==> src/verilog/dot_pkg.sv <==
`default_nettype none

package dot_pkg;

   // width of each I or Q part of an input sample.
   localparam int sample_w = 12;

   // product part width, 24-bit partial products plus one bit for the add.
   localparam int prod_w = 25;

   // running sum width. the sum wraps in this many bits.
   localparam int sum_w = 32;

   // result width per part, taken from the top of the sum.
   localparam int out_w = 24;

   // number of products summed into one result.
   localparam int dot_len = 5;

   // register stages in the complex multiplier.
   // operand, partial product and sum stage.
   localparam int mult_lat = 3;

endpackage

`default_nettype wire

==> src/verilog/sample_rx.sv <==
`default_nettype none

module sample_rx #(
   parameter int sample_w = dot_pkg::sample_w
) (
   input  logic                       clk,
   input  logic                       rst_n_i,
   input  logic                       req_i,
   input  logic signed [sample_w-1:0] xi_i,
   input  logic signed [sample_w-1:0] xq_i,
   input  logic signed [sample_w-1:0] yi_i,
   input  logic signed [sample_w-1:0] yq_i,
   input  logic                       ready_i,
   output logic                       ack_o,
   output logic                       valid_o,
   output logic signed [sample_w-1:0] xi_o,
   output logic signed [sample_w-1:0] xq_o,
   output logic signed [sample_w-1:0] yi_o,
   output logic signed [sample_w-1:0] yq_o
);

   logic req_s1;
   logic req_s2;
   logic capture;

   // source runs on its own timing, so req goes through two flops.
   always_ff @(posedge clk or negedge rst_n_i) begin
      if (!rst_n_i) begin
         req_s1 <= 1'b0;
         req_s2 <= 1'b0;
      end else begin
         req_s1 <= req_i;
         req_s2 <= req_s1;
      end
   end

   // new pair only after the last ack returned to zero and the buffer drained.
   assign capture = req_s2 && !ack_o && !valid_o;

   always_ff @(posedge clk or negedge rst_n_i) begin
      if (!rst_n_i) begin
         ack_o   <= 1'b0;
         valid_o <= 1'b0;
      end else begin
         if (capture) begin
            ack_o   <= 1'b1;
            valid_o <= 1'b1;
         end else begin
            if (!req_s2)
               ack_o <= 1'b0; // return to zero.
            if (valid_o && ready_i)
               valid_o <= 1'b0; // taken by the multiplier.
         end
      end
   end

   // data is stable while req is high, so sampling it here is safe.
   always_ff @(posedge clk) begin
      if (capture) begin
         xi_o <= xi_i;
         xq_o <= xq_i;
         yi_o <= yi_i;
         yq_o <= yq_i;
      end
   end

endmodule

`default_nettype wire

==> src/verilog/cpx_multiply.sv <==
`default_nettype none

module cpx_multiply #(
   parameter int sample_w = dot_pkg::sample_w,
   parameter int prod_w   = dot_pkg::prod_w
) (
   input  logic                       clk,
   input  logic                       rst_n_i,
   input  logic                       valid_i,
   input  logic signed [sample_w-1:0] xi_i,
   input  logic signed [sample_w-1:0] xq_i,
   input  logic signed [sample_w-1:0] yi_i,
   input  logic signed [sample_w-1:0] yq_i,
   input  logic                       ready_i,
   output logic                       ready_o,
   output logic                       valid_o,
   output logic signed [prod_w-1:0]   pi_o,
   output logic signed [prod_w-1:0]   pq_o
);

   localparam int lat  = dot_pkg::mult_lat;
   localparam int pp_w = 2 * sample_w;

   logic [lat-1:0] vld;

   // stage 1 operands.
   logic signed [sample_w-1:0] s1_xi;
   logic signed [sample_w-1:0] s1_xq;
   logic signed [sample_w-1:0] s1_yi;
   logic signed [sample_w-1:0] s1_yq;

   // stage 2 partial products.
   logic signed [pp_w-1:0] pp_ii;
   logic signed [pp_w-1:0] pp_qq;
   logic signed [pp_w-1:0] pp_iq;
   logic signed [pp_w-1:0] pp_qi;

   // the whole pipe advances only when the consumer can take.
   assign ready_o = ready_i;

   always_ff @(posedge clk or negedge rst_n_i) begin
      if (!rst_n_i)
         vld <= '0;
      else if (ready_i)
         vld <= {vld[lat-2:0], valid_i};
   end

   assign valid_o = vld[lat-1];

   always_ff @(posedge clk) begin
      if (ready_i) begin
         s1_xi <= xi_i;
         s1_xq <= xq_i;
         s1_yi <= yi_i;
         s1_yq <= yq_i;
      end
   end

   always_ff @(posedge clk) begin
      if (ready_i) begin
         pp_ii <= s1_xi * s1_yi;
         pp_qq <= s1_xq * s1_yq;
         pp_iq <= s1_xi * s1_yq;
         pp_qi <= s1_xq * s1_yi;
      end
   end

   // extend before the add so the extra bit holds the carry.
   always_ff @(posedge clk) begin
      if (ready_i) begin
         pi_o <= prod_w'(pp_ii) - prod_w'(pp_qq); // real part.
         pq_o <= prod_w'(pp_iq) + prod_w'(pp_qi); // imaginary part.
      end
   end

endmodule

`default_nettype wire

==> src/verilog/dot_accumulate.sv <==
`default_nettype none

module dot_accumulate #(
   parameter int prod_w  = dot_pkg::prod_w,
   parameter int sum_w   = dot_pkg::sum_w,
   parameter int out_w   = dot_pkg::out_w,
   parameter int dot_len = dot_pkg::dot_len
) (
   input  logic                     clk,
   input  logic                     rst_n_i,
   input  logic                     valid_i,
   input  logic signed [prod_w-1:0] pi_i,
   input  logic signed [prod_w-1:0] pq_i,
   input  logic                     ready_i,
   output logic                     ready_o,
   output logic                     valid_o,
   output logic signed [out_w-1:0]  si_o,
   output logic signed [out_w-1:0]  sq_o
);

   localparam int cnt_w = (dot_len > 1) ? $clog2(dot_len) : 1;
   localparam int shift = sum_w - out_w;

   logic [cnt_w-1:0]        cnt;
   logic signed [sum_w-1:0] sum_i;
   logic signed [sum_w-1:0] sum_q;
   logic signed [sum_w-1:0] nxt_i;
   logic signed [sum_w-1:0] nxt_q;
   logic signed [sum_w-1:0] scl_i;
   logic signed [sum_w-1:0] scl_q;
   logic                    take;
   logic                    first;
   logic                    last;

   // blocked only while a finished result is still waiting.
   assign ready_o = !valid_o || ready_i;
   assign take    = valid_i && ready_o;
   assign first   = (cnt == '0);
   assign last    = (cnt == cnt_w'(dot_len - 1));

   // first product of a block loads, the rest add and wrap.
   assign nxt_i = first ? sum_w'(pi_i) : sum_i + sum_w'(pi_i);
   assign nxt_q = first ? sum_w'(pq_i) : sum_q + sum_w'(pq_i);

   assign scl_i = nxt_i >>> shift;
   assign scl_q = nxt_q >>> shift;

   always_ff @(posedge clk or negedge rst_n_i) begin
      if (!rst_n_i) begin
         cnt   <= '0;
         sum_i <= '0;
         sum_q <= '0;
      end else if (take) begin
         sum_i <= nxt_i;
         sum_q <= nxt_q;
         cnt   <= last ? '0 : cnt + 1'b1;
      end
   end

   always_ff @(posedge clk or negedge rst_n_i) begin
      if (!rst_n_i)
         valid_o <= 1'b0;
      else if (take && last)
         valid_o <= 1'b1;
      else if (ready_i)
         valid_o <= 1'b0; // result handed to the sender.
   end

   // keep the top out_w bits of the block sum.
   always_ff @(posedge clk) begin
      if (take && last) begin
         si_o <= scl_i[out_w-1:0];
         sq_o <= scl_q[out_w-1:0];
      end
   end

endmodule

`default_nettype wire

==> src/verilog/result_tx.sv <==
`default_nettype none

module result_tx #(
   parameter int out_w = dot_pkg::out_w
) (
   input  logic                    clk,
   input  logic                    rst_n_i,
   input  logic                    valid_i,
   input  logic signed [out_w-1:0] si_i,
   input  logic signed [out_w-1:0] sq_i,
   input  logic                    res_ack_i,
   output logic                    ready_o,
   output logic                    res_req_o,
   output logic signed [out_w-1:0] res_i_o,
   output logic signed [out_w-1:0] res_q_o
);

   localparam logic [1:0] st_idle = 2'd0;
   localparam logic [1:0] st_hi   = 2'd1; // waiting for ack high.
   localparam logic [1:0] st_lo   = 2'd2; // waiting for ack low.

   logic [1:0] state;
   logic       ack_s1;
   logic       ack_s2;

   assign ready_o = (state == st_idle);

   always_ff @(posedge clk or negedge rst_n_i) begin
      if (!rst_n_i) begin
         ack_s1 <= 1'b0;
         ack_s2 <= 1'b0;
      end else begin
         ack_s1 <= res_ack_i;
         ack_s2 <= ack_s1;
      end
   end

   always_ff @(posedge clk or negedge rst_n_i) begin
      if (!rst_n_i) begin
         state     <= st_idle;
         res_req_o <= 1'b0;
      end else begin
         case (state)
            st_idle: if (valid_i) state <= st_hi;
            st_hi: begin
               if (ack_s2) begin
                  res_req_o <= 1'b0;
                  state     <= st_lo;
               end else begin
                  res_req_o <= 1'b1; // data already held a cycle.
               end
            end
            st_lo:   if (!ack_s2) state <= st_idle;
            default: state <= st_idle;
         endcase
      end
   end

   always_ff @(posedge clk) begin
      if (valid_i && ready_o) begin
         res_i_o <= si_i;
         res_q_o <= sq_i;
      end
   end

endmodule

`default_nettype wire

==> src/verilog/dot_prod_top.sv <==
`default_nettype none

// result appears mult_lat cycles plus block and handshake time after the samples.
module dot_prod_top #(
   parameter int sample_w = dot_pkg::sample_w,
   parameter int prod_w   = dot_pkg::prod_w,
   parameter int sum_w    = dot_pkg::sum_w,
   parameter int out_w    = dot_pkg::out_w,
   parameter int dot_len  = dot_pkg::dot_len
) (
   input  logic                       clk,
   input  logic                       rst_n_i,
   input  logic                       req_i,
   input  logic signed [sample_w-1:0] xi_i,
   input  logic signed [sample_w-1:0] xq_i,
   input  logic signed [sample_w-1:0] yi_i,
   input  logic signed [sample_w-1:0] yq_i,
   input  logic                       res_ack_i,
   output logic                       ack_o,
   output logic                       res_req_o,
   output logic signed [out_w-1:0]    res_i_o,
   output logic signed [out_w-1:0]    res_q_o
);

   logic                       rx_valid;
   logic                       mul_ready;
   logic signed [sample_w-1:0] rx_xi;
   logic signed [sample_w-1:0] rx_xq;
   logic signed [sample_w-1:0] rx_yi;
   logic signed [sample_w-1:0] rx_yq;

   logic                       mul_valid;
   logic                       acc_ready;
   logic signed [prod_w-1:0]   mul_pi;
   logic signed [prod_w-1:0]   mul_pq;

   logic                       acc_valid;
   logic                       tx_ready;
   logic signed [out_w-1:0]    acc_si;
   logic signed [out_w-1:0]    acc_sq;

   sample_rx #(.sample_w(sample_w)) u_rx (
      .clk     (clk),       .rst_n_i (rst_n_i),
      .req_i   (req_i),     .ack_o   (ack_o),
      .xi_i    (xi_i),      .xq_i    (xq_i),
      .yi_i    (yi_i),      .yq_i    (yq_i),
      .ready_i (mul_ready), .valid_o (rx_valid),
      .xi_o    (rx_xi),     .xq_o    (rx_xq),
      .yi_o    (rx_yi),     .yq_o    (rx_yq)
   );

   cpx_multiply #(.sample_w(sample_w), .prod_w(prod_w)) u_mul (
      .clk     (clk),       .rst_n_i (rst_n_i),
      .valid_i (rx_valid),  .ready_o (mul_ready),
      .xi_i    (rx_xi),     .xq_i    (rx_xq),
      .yi_i    (rx_yi),     .yq_i    (rx_yq),
      .ready_i (acc_ready), .valid_o (mul_valid),
      .pi_o    (mul_pi),    .pq_o    (mul_pq)
   );

   dot_accumulate #(
      .prod_w(prod_w), .sum_w(sum_w), .out_w(out_w), .dot_len(dot_len)
   ) u_acc (
      .clk     (clk),       .rst_n_i (rst_n_i),
      .valid_i (mul_valid), .ready_o (acc_ready),
      .pi_i    (mul_pi),    .pq_i    (mul_pq),
      .ready_i (tx_ready),  .valid_o (acc_valid),
      .si_o    (acc_si),    .sq_o    (acc_sq)
   );

   result_tx #(.out_w(out_w)) u_tx (
      .clk       (clk),       .rst_n_i   (rst_n_i),
      .valid_i   (acc_valid), .ready_o   (tx_ready),
      .si_i      (acc_si),    .sq_i      (acc_sq),
      .res_ack_i (res_ack_i), .res_req_o (res_req_o),
      .res_i_o   (res_i_o),   .res_q_o   (res_q_o)
   );

endmodule

`default_nettype wire

==> config.mk <==
export PLATFORM = sky130hd
export DESIGN_NAME = dot_prod_top
export DESIGN_NICKNAME = d
export VERILOG_FILES = /design/src/verilog/dot_pkg.sv /design/src/verilog/sample_rx.sv /design/src/verilog/cpx_multiply.sv /design/src/verilog/dot_accumulate.sv /design/src/verilog/result_tx.sv /design/src/verilog/dot_prod_top.sv
export SDC_FILE = /design/constraint.sdc
export NUM_CORES = 2
export LEC_CHECK = 0
export ABC_AREA = 0
export ABC_CLOCK_PERIOD_IN_PS = 15600
export BUFFER_PORTS_ARGS = -buffer_cell sky130_fd_sc_hd__buf_2
export CELL_PAD_IN_SITES_DETAIL_PLACEMENT = 2
export CELL_PAD_IN_SITES_GLOBAL_PLACEMENT = 2
export CORE_MARGIN = 2
export CORE_UTILIZATION = 43
export CTS_BUF_LIST = sky130_fd_sc_hd__clkbuf_16
export DETAILED_ROUTE_END_ITERATION = 16
export GPL_ROUTABILITY_DRIVEN = 0
export PLACE_DENSITY_LB_ADDON = 0.1
export SLEW_MARGIN = 20
export SYNTH_ARGS = -nofsm -noshare
export SYNTH_HDL_FRONTEND = slang
export SYNTH_SLANG_ARGS = --single-unit
export TNS_END_PERCENT = 50
==> constraint.sdc <==
create_clock -name clk -period 15.6 [get_ports clk]
set_clock_uncertainty 0.15 [all_clocks]
set_input_delay 1.56 -clock clk [delete_from_list [all_inputs] [get_ports clk]]
set_output_delay 1.56 -clock clk [all_outputs]
set_load 0.1 [all_outputs]
==> Word level (Yosys, flattened, before mapping) <==
Cells that the tools add are included.
{ "op_classes": {"addsub": 5, "multipliers": 4, "n_eq_ne": 7, "mux": 14, "n_reduce_logical": 15} }
{ "ops": {"columns": ["operator", "count"], "rows": [
  ["$mul A12 B12 Y24", 4],
  ["$add A32 B25 Y32", 2],
  ["$mux W32", 2],
  ["$add A24 B24 Y25", 1],
  ["$sub A24 B24 Y25", 1],
  ["$mux W1", 7],
  ["$logic_and A1 B1 Y1", 6],
  ["$mux W2", 3],
  ["$ne A2 B2 Y1 const B", 3],
  ["$pmux W2 S3", 1],
  ["$reduce_bool A2 Y1", 2],
  ["$add A3 B1 Y3 const B", 1],
  ["$eq A3 B3 Y1 const B", 1],
  ["$logic_not A1 Y1", 3],
  ["$logic_not A3 Y1", 1],
  ["$mux W3", 1],
  ["$reduce_and A3 Y1", 1],
  ["$eq A2 B1 Y1 const B", 1],
  ["$eq A2 B2 Y1 const B", 1],
  ["$logic_not A2 Y1", 1],
  ["$ne A2 B1 Y1 const B", 1],
  ["$logic_or A1 B1 Y1", 1]
]} }
{ "word_totals": {"register_bits": 418, "input_bits": 52, "output_inout_bits": 50, "wordCells": 76} }

==> Longest topological paths before layout <==
{ "depth": {"depth_word": 5, "ltp_mapped": 24, "ltp_nobuf": 22} }

==> By module <==
From an unflattened synthesis, not the netlist that was laid out.
{ "hier_totals": {"hier_cells": 4035, "hier_area_um2": 41285.8} }
{ "by_module_without_submodules": {"columns": ["mod", "instances", "cells_each", "area_each_um2", "seq_area_each_um2"], "rows": [
  ["cpx_multiply", 1, 3039, 29993.8, 5900.7],
  ["dot_accumulate", 1, 876, 8085.3, 3143.0],
  ["result_tx", 1, 63, 1630.3, 1566.5],
  ["sample_rx", 1, 57, 1576.5, 1541.5]
]} }

==> Worst setup path before layout <==
Ideal clock, no wire load.
{ "synth_timing": {"kind": "reg2reg", "startpoint": "register u_tx.state[0]", "endpoint": "register u_acc.si_o[0] (enable)", "setup_ns": 0.454, "arrival_time_ns": 13.144, "required_time_ns": 14.996, "path_slack_ns": 1.853, "stages_incl_launch_ff": 5, "path_buffers": 1, "period_less_slack_ns": 13.747, "cell_sequence": "dfrtp_1 o21ai_1 nand2_1 clkbuf_1 nor2_1"} }
{ "synth_via": {"elab_chain_len": 4} }
{ "synth_rtl": {"columns": ["element", "line_no", "rtl"], "rows": [
  ["start, declared", "result_tx.sv:22", "logic [1:0] state;"],
  ["start signal, assigned", "result_tx.sv:40", "state <= st_idle;"],
  ["start signal, assigned", "result_tx.sv:44", "st_idle: if (valid_i) state <= st_hi;"],
  ["start signal, assigned", "result_tx.sv:48", "state <= st_lo;"],
  ["$logic_not A2 Y1", "result_tx.sv:26", "assign ready_o = (state == st_idle);"],
  ["$logic_or A1 B1 Y1", "dot_accumulate.sv:36", "assign ready_o = !valid_o || ready_i;"],
  ["net acc_ready", "dot_prod_top.sv:33", "logic acc_ready;"],
  ["$logic_and A1 B1 Y1", "dot_accumulate.sv:37", "assign take = valid_i && ready_o;"],
  ["$logic_and A1 B1 Y1", "dot_accumulate.sv:71", "if (take && last) begin"],
  ["end signal, assigned", "dot_accumulate.sv:72", "si_o <= scl_i[out_w-1:0];"],
  ["end, declared", "dot_accumulate.sv:17", "output logic signed [out_w-1:0] si_o,"]
]} }
The timed path passes the listed nets, and every way through them passes these cells.
A chain may end at the register's enable or synchronous reset.

==> Worst setup path after layout <==
{ "layout_timing": {"startpoint": "register u_mul.s1_yq[11]", "endpoint": "register u_mul.pp_iq[23], data pin"} }
{ "layout_via": {"elab_chain_len": 1} }
{ "layout_rtl": {"columns": ["element", "line_no", "rtl"], "rows": [
  ["start, declared", "cpx_multiply.sv:30", "logic signed [sample_w-1:0] s1_yq;"],
  ["start signal, assigned", "cpx_multiply.sv:55", "s1_yq <= yq_i;"],
  ["$mul A12 B12 Y24", "cpx_multiply.sv:63", "pp_iq <= s1_xi * s1_yq;"],
  ["end signal, assigned", "cpx_multiply.sv:63", null],
  ["end, declared", "cpx_multiply.sv:35", "logic signed [pp_w-1:0] pp_iq;"]
]} }
Every way passes these cells.

==> flow_summary.json <==
{
  "r2r_cells": 20,
  "num_rows": 113,
  "hold_end": "u_tx.ack_s2",
  "clk_latency_ps": 650,
  "cp_max_fo": 11,
  "die_h_um": 312,
  "cts_root_buffer": "clkbuf_16",
  "finalWirelength_um": 114000,
  "vias": 28300,
  "drive_gt1_share_pct": 6.94,
  "fin_crit_ps": 6800,
  "routedWlPerCell_um": 21.1,
  "drcViolationCount": 0,
  "n_fill_cell": 9821,
  "finalCritPeriodShare_pct": 43.6,
  "grt_start_max_net_pins": 156,
  "worst-setup-path-type": "flop to flop",
  "setup_tns_ps": 0,
  "wl_met2_um": 58200,
  "antenna_found_initial": 1,
  "synth_cells": 4015,
  "grt_usage_pct": 24.0,
  "critPathMaxStageDelay_ps": 850,
  "clkTransAtPathRegs_ps": 60,
  "first_global_vias": 33100,
  "max-clock-path-buffers": 3,
  "finalHoldViolations": 0,
  "crit_top_cell": "fa_1",
  "dp_hpwl_um": 85300,
  "slowest_stage": "edfxtp_1",
  "worst_pin_slew_ps": 1090,
  "dr.first_iter.drc_count": 1149,
  "synth-edff-count": 338,
  "worstHoldStart": "u_tx.ack_s1",
  "slew_headroom_pct": 27.4,
  "cp.required_ps": 15820,
  "critPathArrivalTime_ps": 7020,
  "h-tree-depth": 2,
  "worst_r2r_endpoint": "u_mul.pp_iq[23]",
  "slew_viol_final": 0,
  "drv_cap": 0,
  "dr.pass1.iters": 6,
  "yosysTopAreaCell": "fa_1",
  "cts_tree": "built",
  "cts_resized": 0,
  "wirelength_met1_um": 49200,
  "postRouteAntennaNets": 0,
  "core_region_area_um2": 94600,
  "ys.flop_type": "edfxtp_1",
  "vias_per_cell": 5.26,
  "synth_warnings": 0,
  "async_flop_share_pct": 19.1,
  "synthTopCellsByArea": "fa_1, edfxtp_1, ha_1",
  "worstSetupStartpointType": "flop",
  "ys_types": 83,
  "crit_path_start": "u_mul.s1_yq[11]",
  "synth_top_area_share_pct": 27.2,
  "start_util_pct": 43.2,
  "top_layer": "met4",
  "max_freq_ghz": 0.147,
  "io_pins": 102,
  "hold_depth": 0,
  "wl_met3_um": 2740,
  "synth_seq_area_share_pct": 29.7,
  "fin_nets": 5001,
  "ys_ff_latch": 418,
  "rsz0062_at_grt": "false",
  "end_kind": "flop",
  "die-area_um2": 97600,
  "syn_nets": 4939,
  "status": "completed",
  "io_buffer_count": 101,
  "timing.rr.start": "u_mul.s1_yq[11]",
  "clock_sinks": 418,
  "synth_area_um2": 40900,
  "setup_viol": 0,
  "crit_chain": "clkinv_1 -> buf_4 -> nor2_1 -> fa_1 -> fa_1 -> fa_1 -> fa_1 -> inv_1 -> fa_1 -> inv_1 -> ha_1 -> inv_1 -> nor2_1 -> o21ai_0 -> o211ai_1 -> nand3_1 -> nand4_1 -> a31o_2 -> a21oi_1 -> xnor2_1",
  "grt_pass1_wl_um": 184000,
  "cts_buffers": 52,
  "hold_path_class": "flop to flop",
  "post-cts-setup-buffers": 0,
  "die_w_um": 312,
  "area_delta_synth_final_pct": 8.96,
  "hold_buffers": 0,
  "r2r_slack_ps": 8800,
  "syn_area_per_cell_um2": 10.2,
  "gr-total-overflow": 0
}
==> cell type report <==
cell class / instances / area [um2] / area share, %
multi-input cells: 2698 / 25400 / 57.0
well taps: 1265 / 1580 / 3.55
repair buffers: 148 / 893 / 2.01
inverters: 759 / 2850 / 6.40
clock buffers: 52 / 1300 / 2.92
flip-flops and latches: 418 / 12200 / 27.3
clock inverters: 45 / 374 / 0.840
diodes: 1 / 2.50 / 0.00562
==> registers in the layout, indices dropped and copies added, names as in the netlist, 25 cells and up <==
register / flops
u_mul.pi_o: 25
u_acc.sum_i: 32
u_mul.pq_o: 25
u_acc.sum_q: 32
==> cell families (layout without fill, tap and decap cells) <==
| family | after synthesis | count (layout) | synth area share, % |
|---|---|---|---|
| AO/OA/AOI/OAI | 505 | 505 | 8.20 |
| adder cells (fa/ha/maj) | 872 | 872 | 36.9 |
| other | 0 | 1 | 0 |
| multiplexers | 25 | 25 | 0.670 |
| XOR/XNOR | 176 | 176 | 3.77 |
| AND/OR/NAND/NOR | 1120 | 1120 | 12.5 |
| buffers and inverters | 899 | 1004 | 8.27 |
| flip-flops | 418 | 418 | 29.7 |
==> per-layer routing <==
metal / global-route usage, % / vias to the layer above
met3: 2.30 / 135
met1: 30.8 / 14900
met5: 0 / -
met4: 7.40 / 0
met2: 43.0 / 357
li1: - / 12900
==> cells in the mapped netlist (12+ instances only) <==
cell and instances:
o21bai_1 13, nand2_1 535, o21a_1 19, o21ai_0 107, xnor2_1 134, nor3_1 43
a31oi_1 38, inv_1 757, o21ai_1 16, a21oi_1 128, edfxtp_1 338, nand3_1 37
o211ai_1 12, nand2b_1 31, dfrtp_1 80, a21o_1 56, nor2b_1 29, and3_1 18
mux2_2 19, a211oi_1 18, clkbuf_1 130, nor2_1 200, fa_1 556, nand4_1 12
and2_1 176, or3_1 15, xor2_1 42, ha_1 316
==> stage by stage <==
step | area (um2) | hold slack, ps | setup WS [ps] | instances | utilization, %
after detailed placement | 42800 | 191 | 8850 | 5287 | 45.3
after global routing | 44500 | 231 | 8410 | 5385 | 47.1
after CTS | 44500 | 218 | 8810 | 5384 | 47.1
after floorplan | 40900 | 181 | 1850 | 4015 | -
final | 44500 | 211 | 8800 | 5386 | 47.1
after global placement | 42800 | 189 | 9030 | 5287 | 45.3
==> cells in the final DEF, fill, tap and decap left out, types with 13 or more instances in the layout <==
cell,synthesis,layout
a211oi_1,18,18
a21o_1,56,56
a21oi_1,128,128
a31oi_1,38,38
and2_1,176,176
and3_1,18,17
buf_2,4,100
buf_4,0,46
clkbuf_16,0,52
dfrtp_1,80,80
edfxtp_1,338,338
fa_1,556,556
ha_1,316,316
inv_1,757,769
mux2_2,19,19
nand2_1,535,535
nand2b_1,31,30
nand3_1,37,37
nor2_1,200,199
nor2b_1,29,28
nor3_1,43,43
o21a_1,19,19
o21ai_0,107,107
o21ai_1,16,15
o21bai_1,13,13
or3_1,15,15
xnor2_1,134,134
xor2_1,42,42
==> worst max path at each step <==
| stage | to | slack (ps) | cells after the start |
|---|---|---|---|
| global placement | u_mul.pp_iq[22] | 9030 | 17 |
| detailed placement | u_mul.pp_ii[23] | 8850 | 20 |
| global route | u_mul.pp_ii[23] | 8410 | 20 |
| floorplan | u_acc.si_o[0] | 1850 | 4 |
| finish | u_mul.pp_iq[23] | 8800 | 20 |
| CTS | u_mul.pp_qi[23] | 8810 | 20 |
==> critical path: cells and delay by family (launching register included) <==
| family | cells | cell delay [ps] |
|---|---|---|
| and+or+nand+nor | 4 | 560 |
| DFF | 1 | 850 |
| AOI/OAI and AO/OA | 4 | 880 |
| adders and majority gates | 6 | 2720 |
| buffers and inverters | 5 | 1260 |
| xor gates and xnor gates | 1 | 80 |
Power is left out: the tool's default activity adds up to more than one toggle a clock period on the data nets, which glitch-free logic cannot reach.
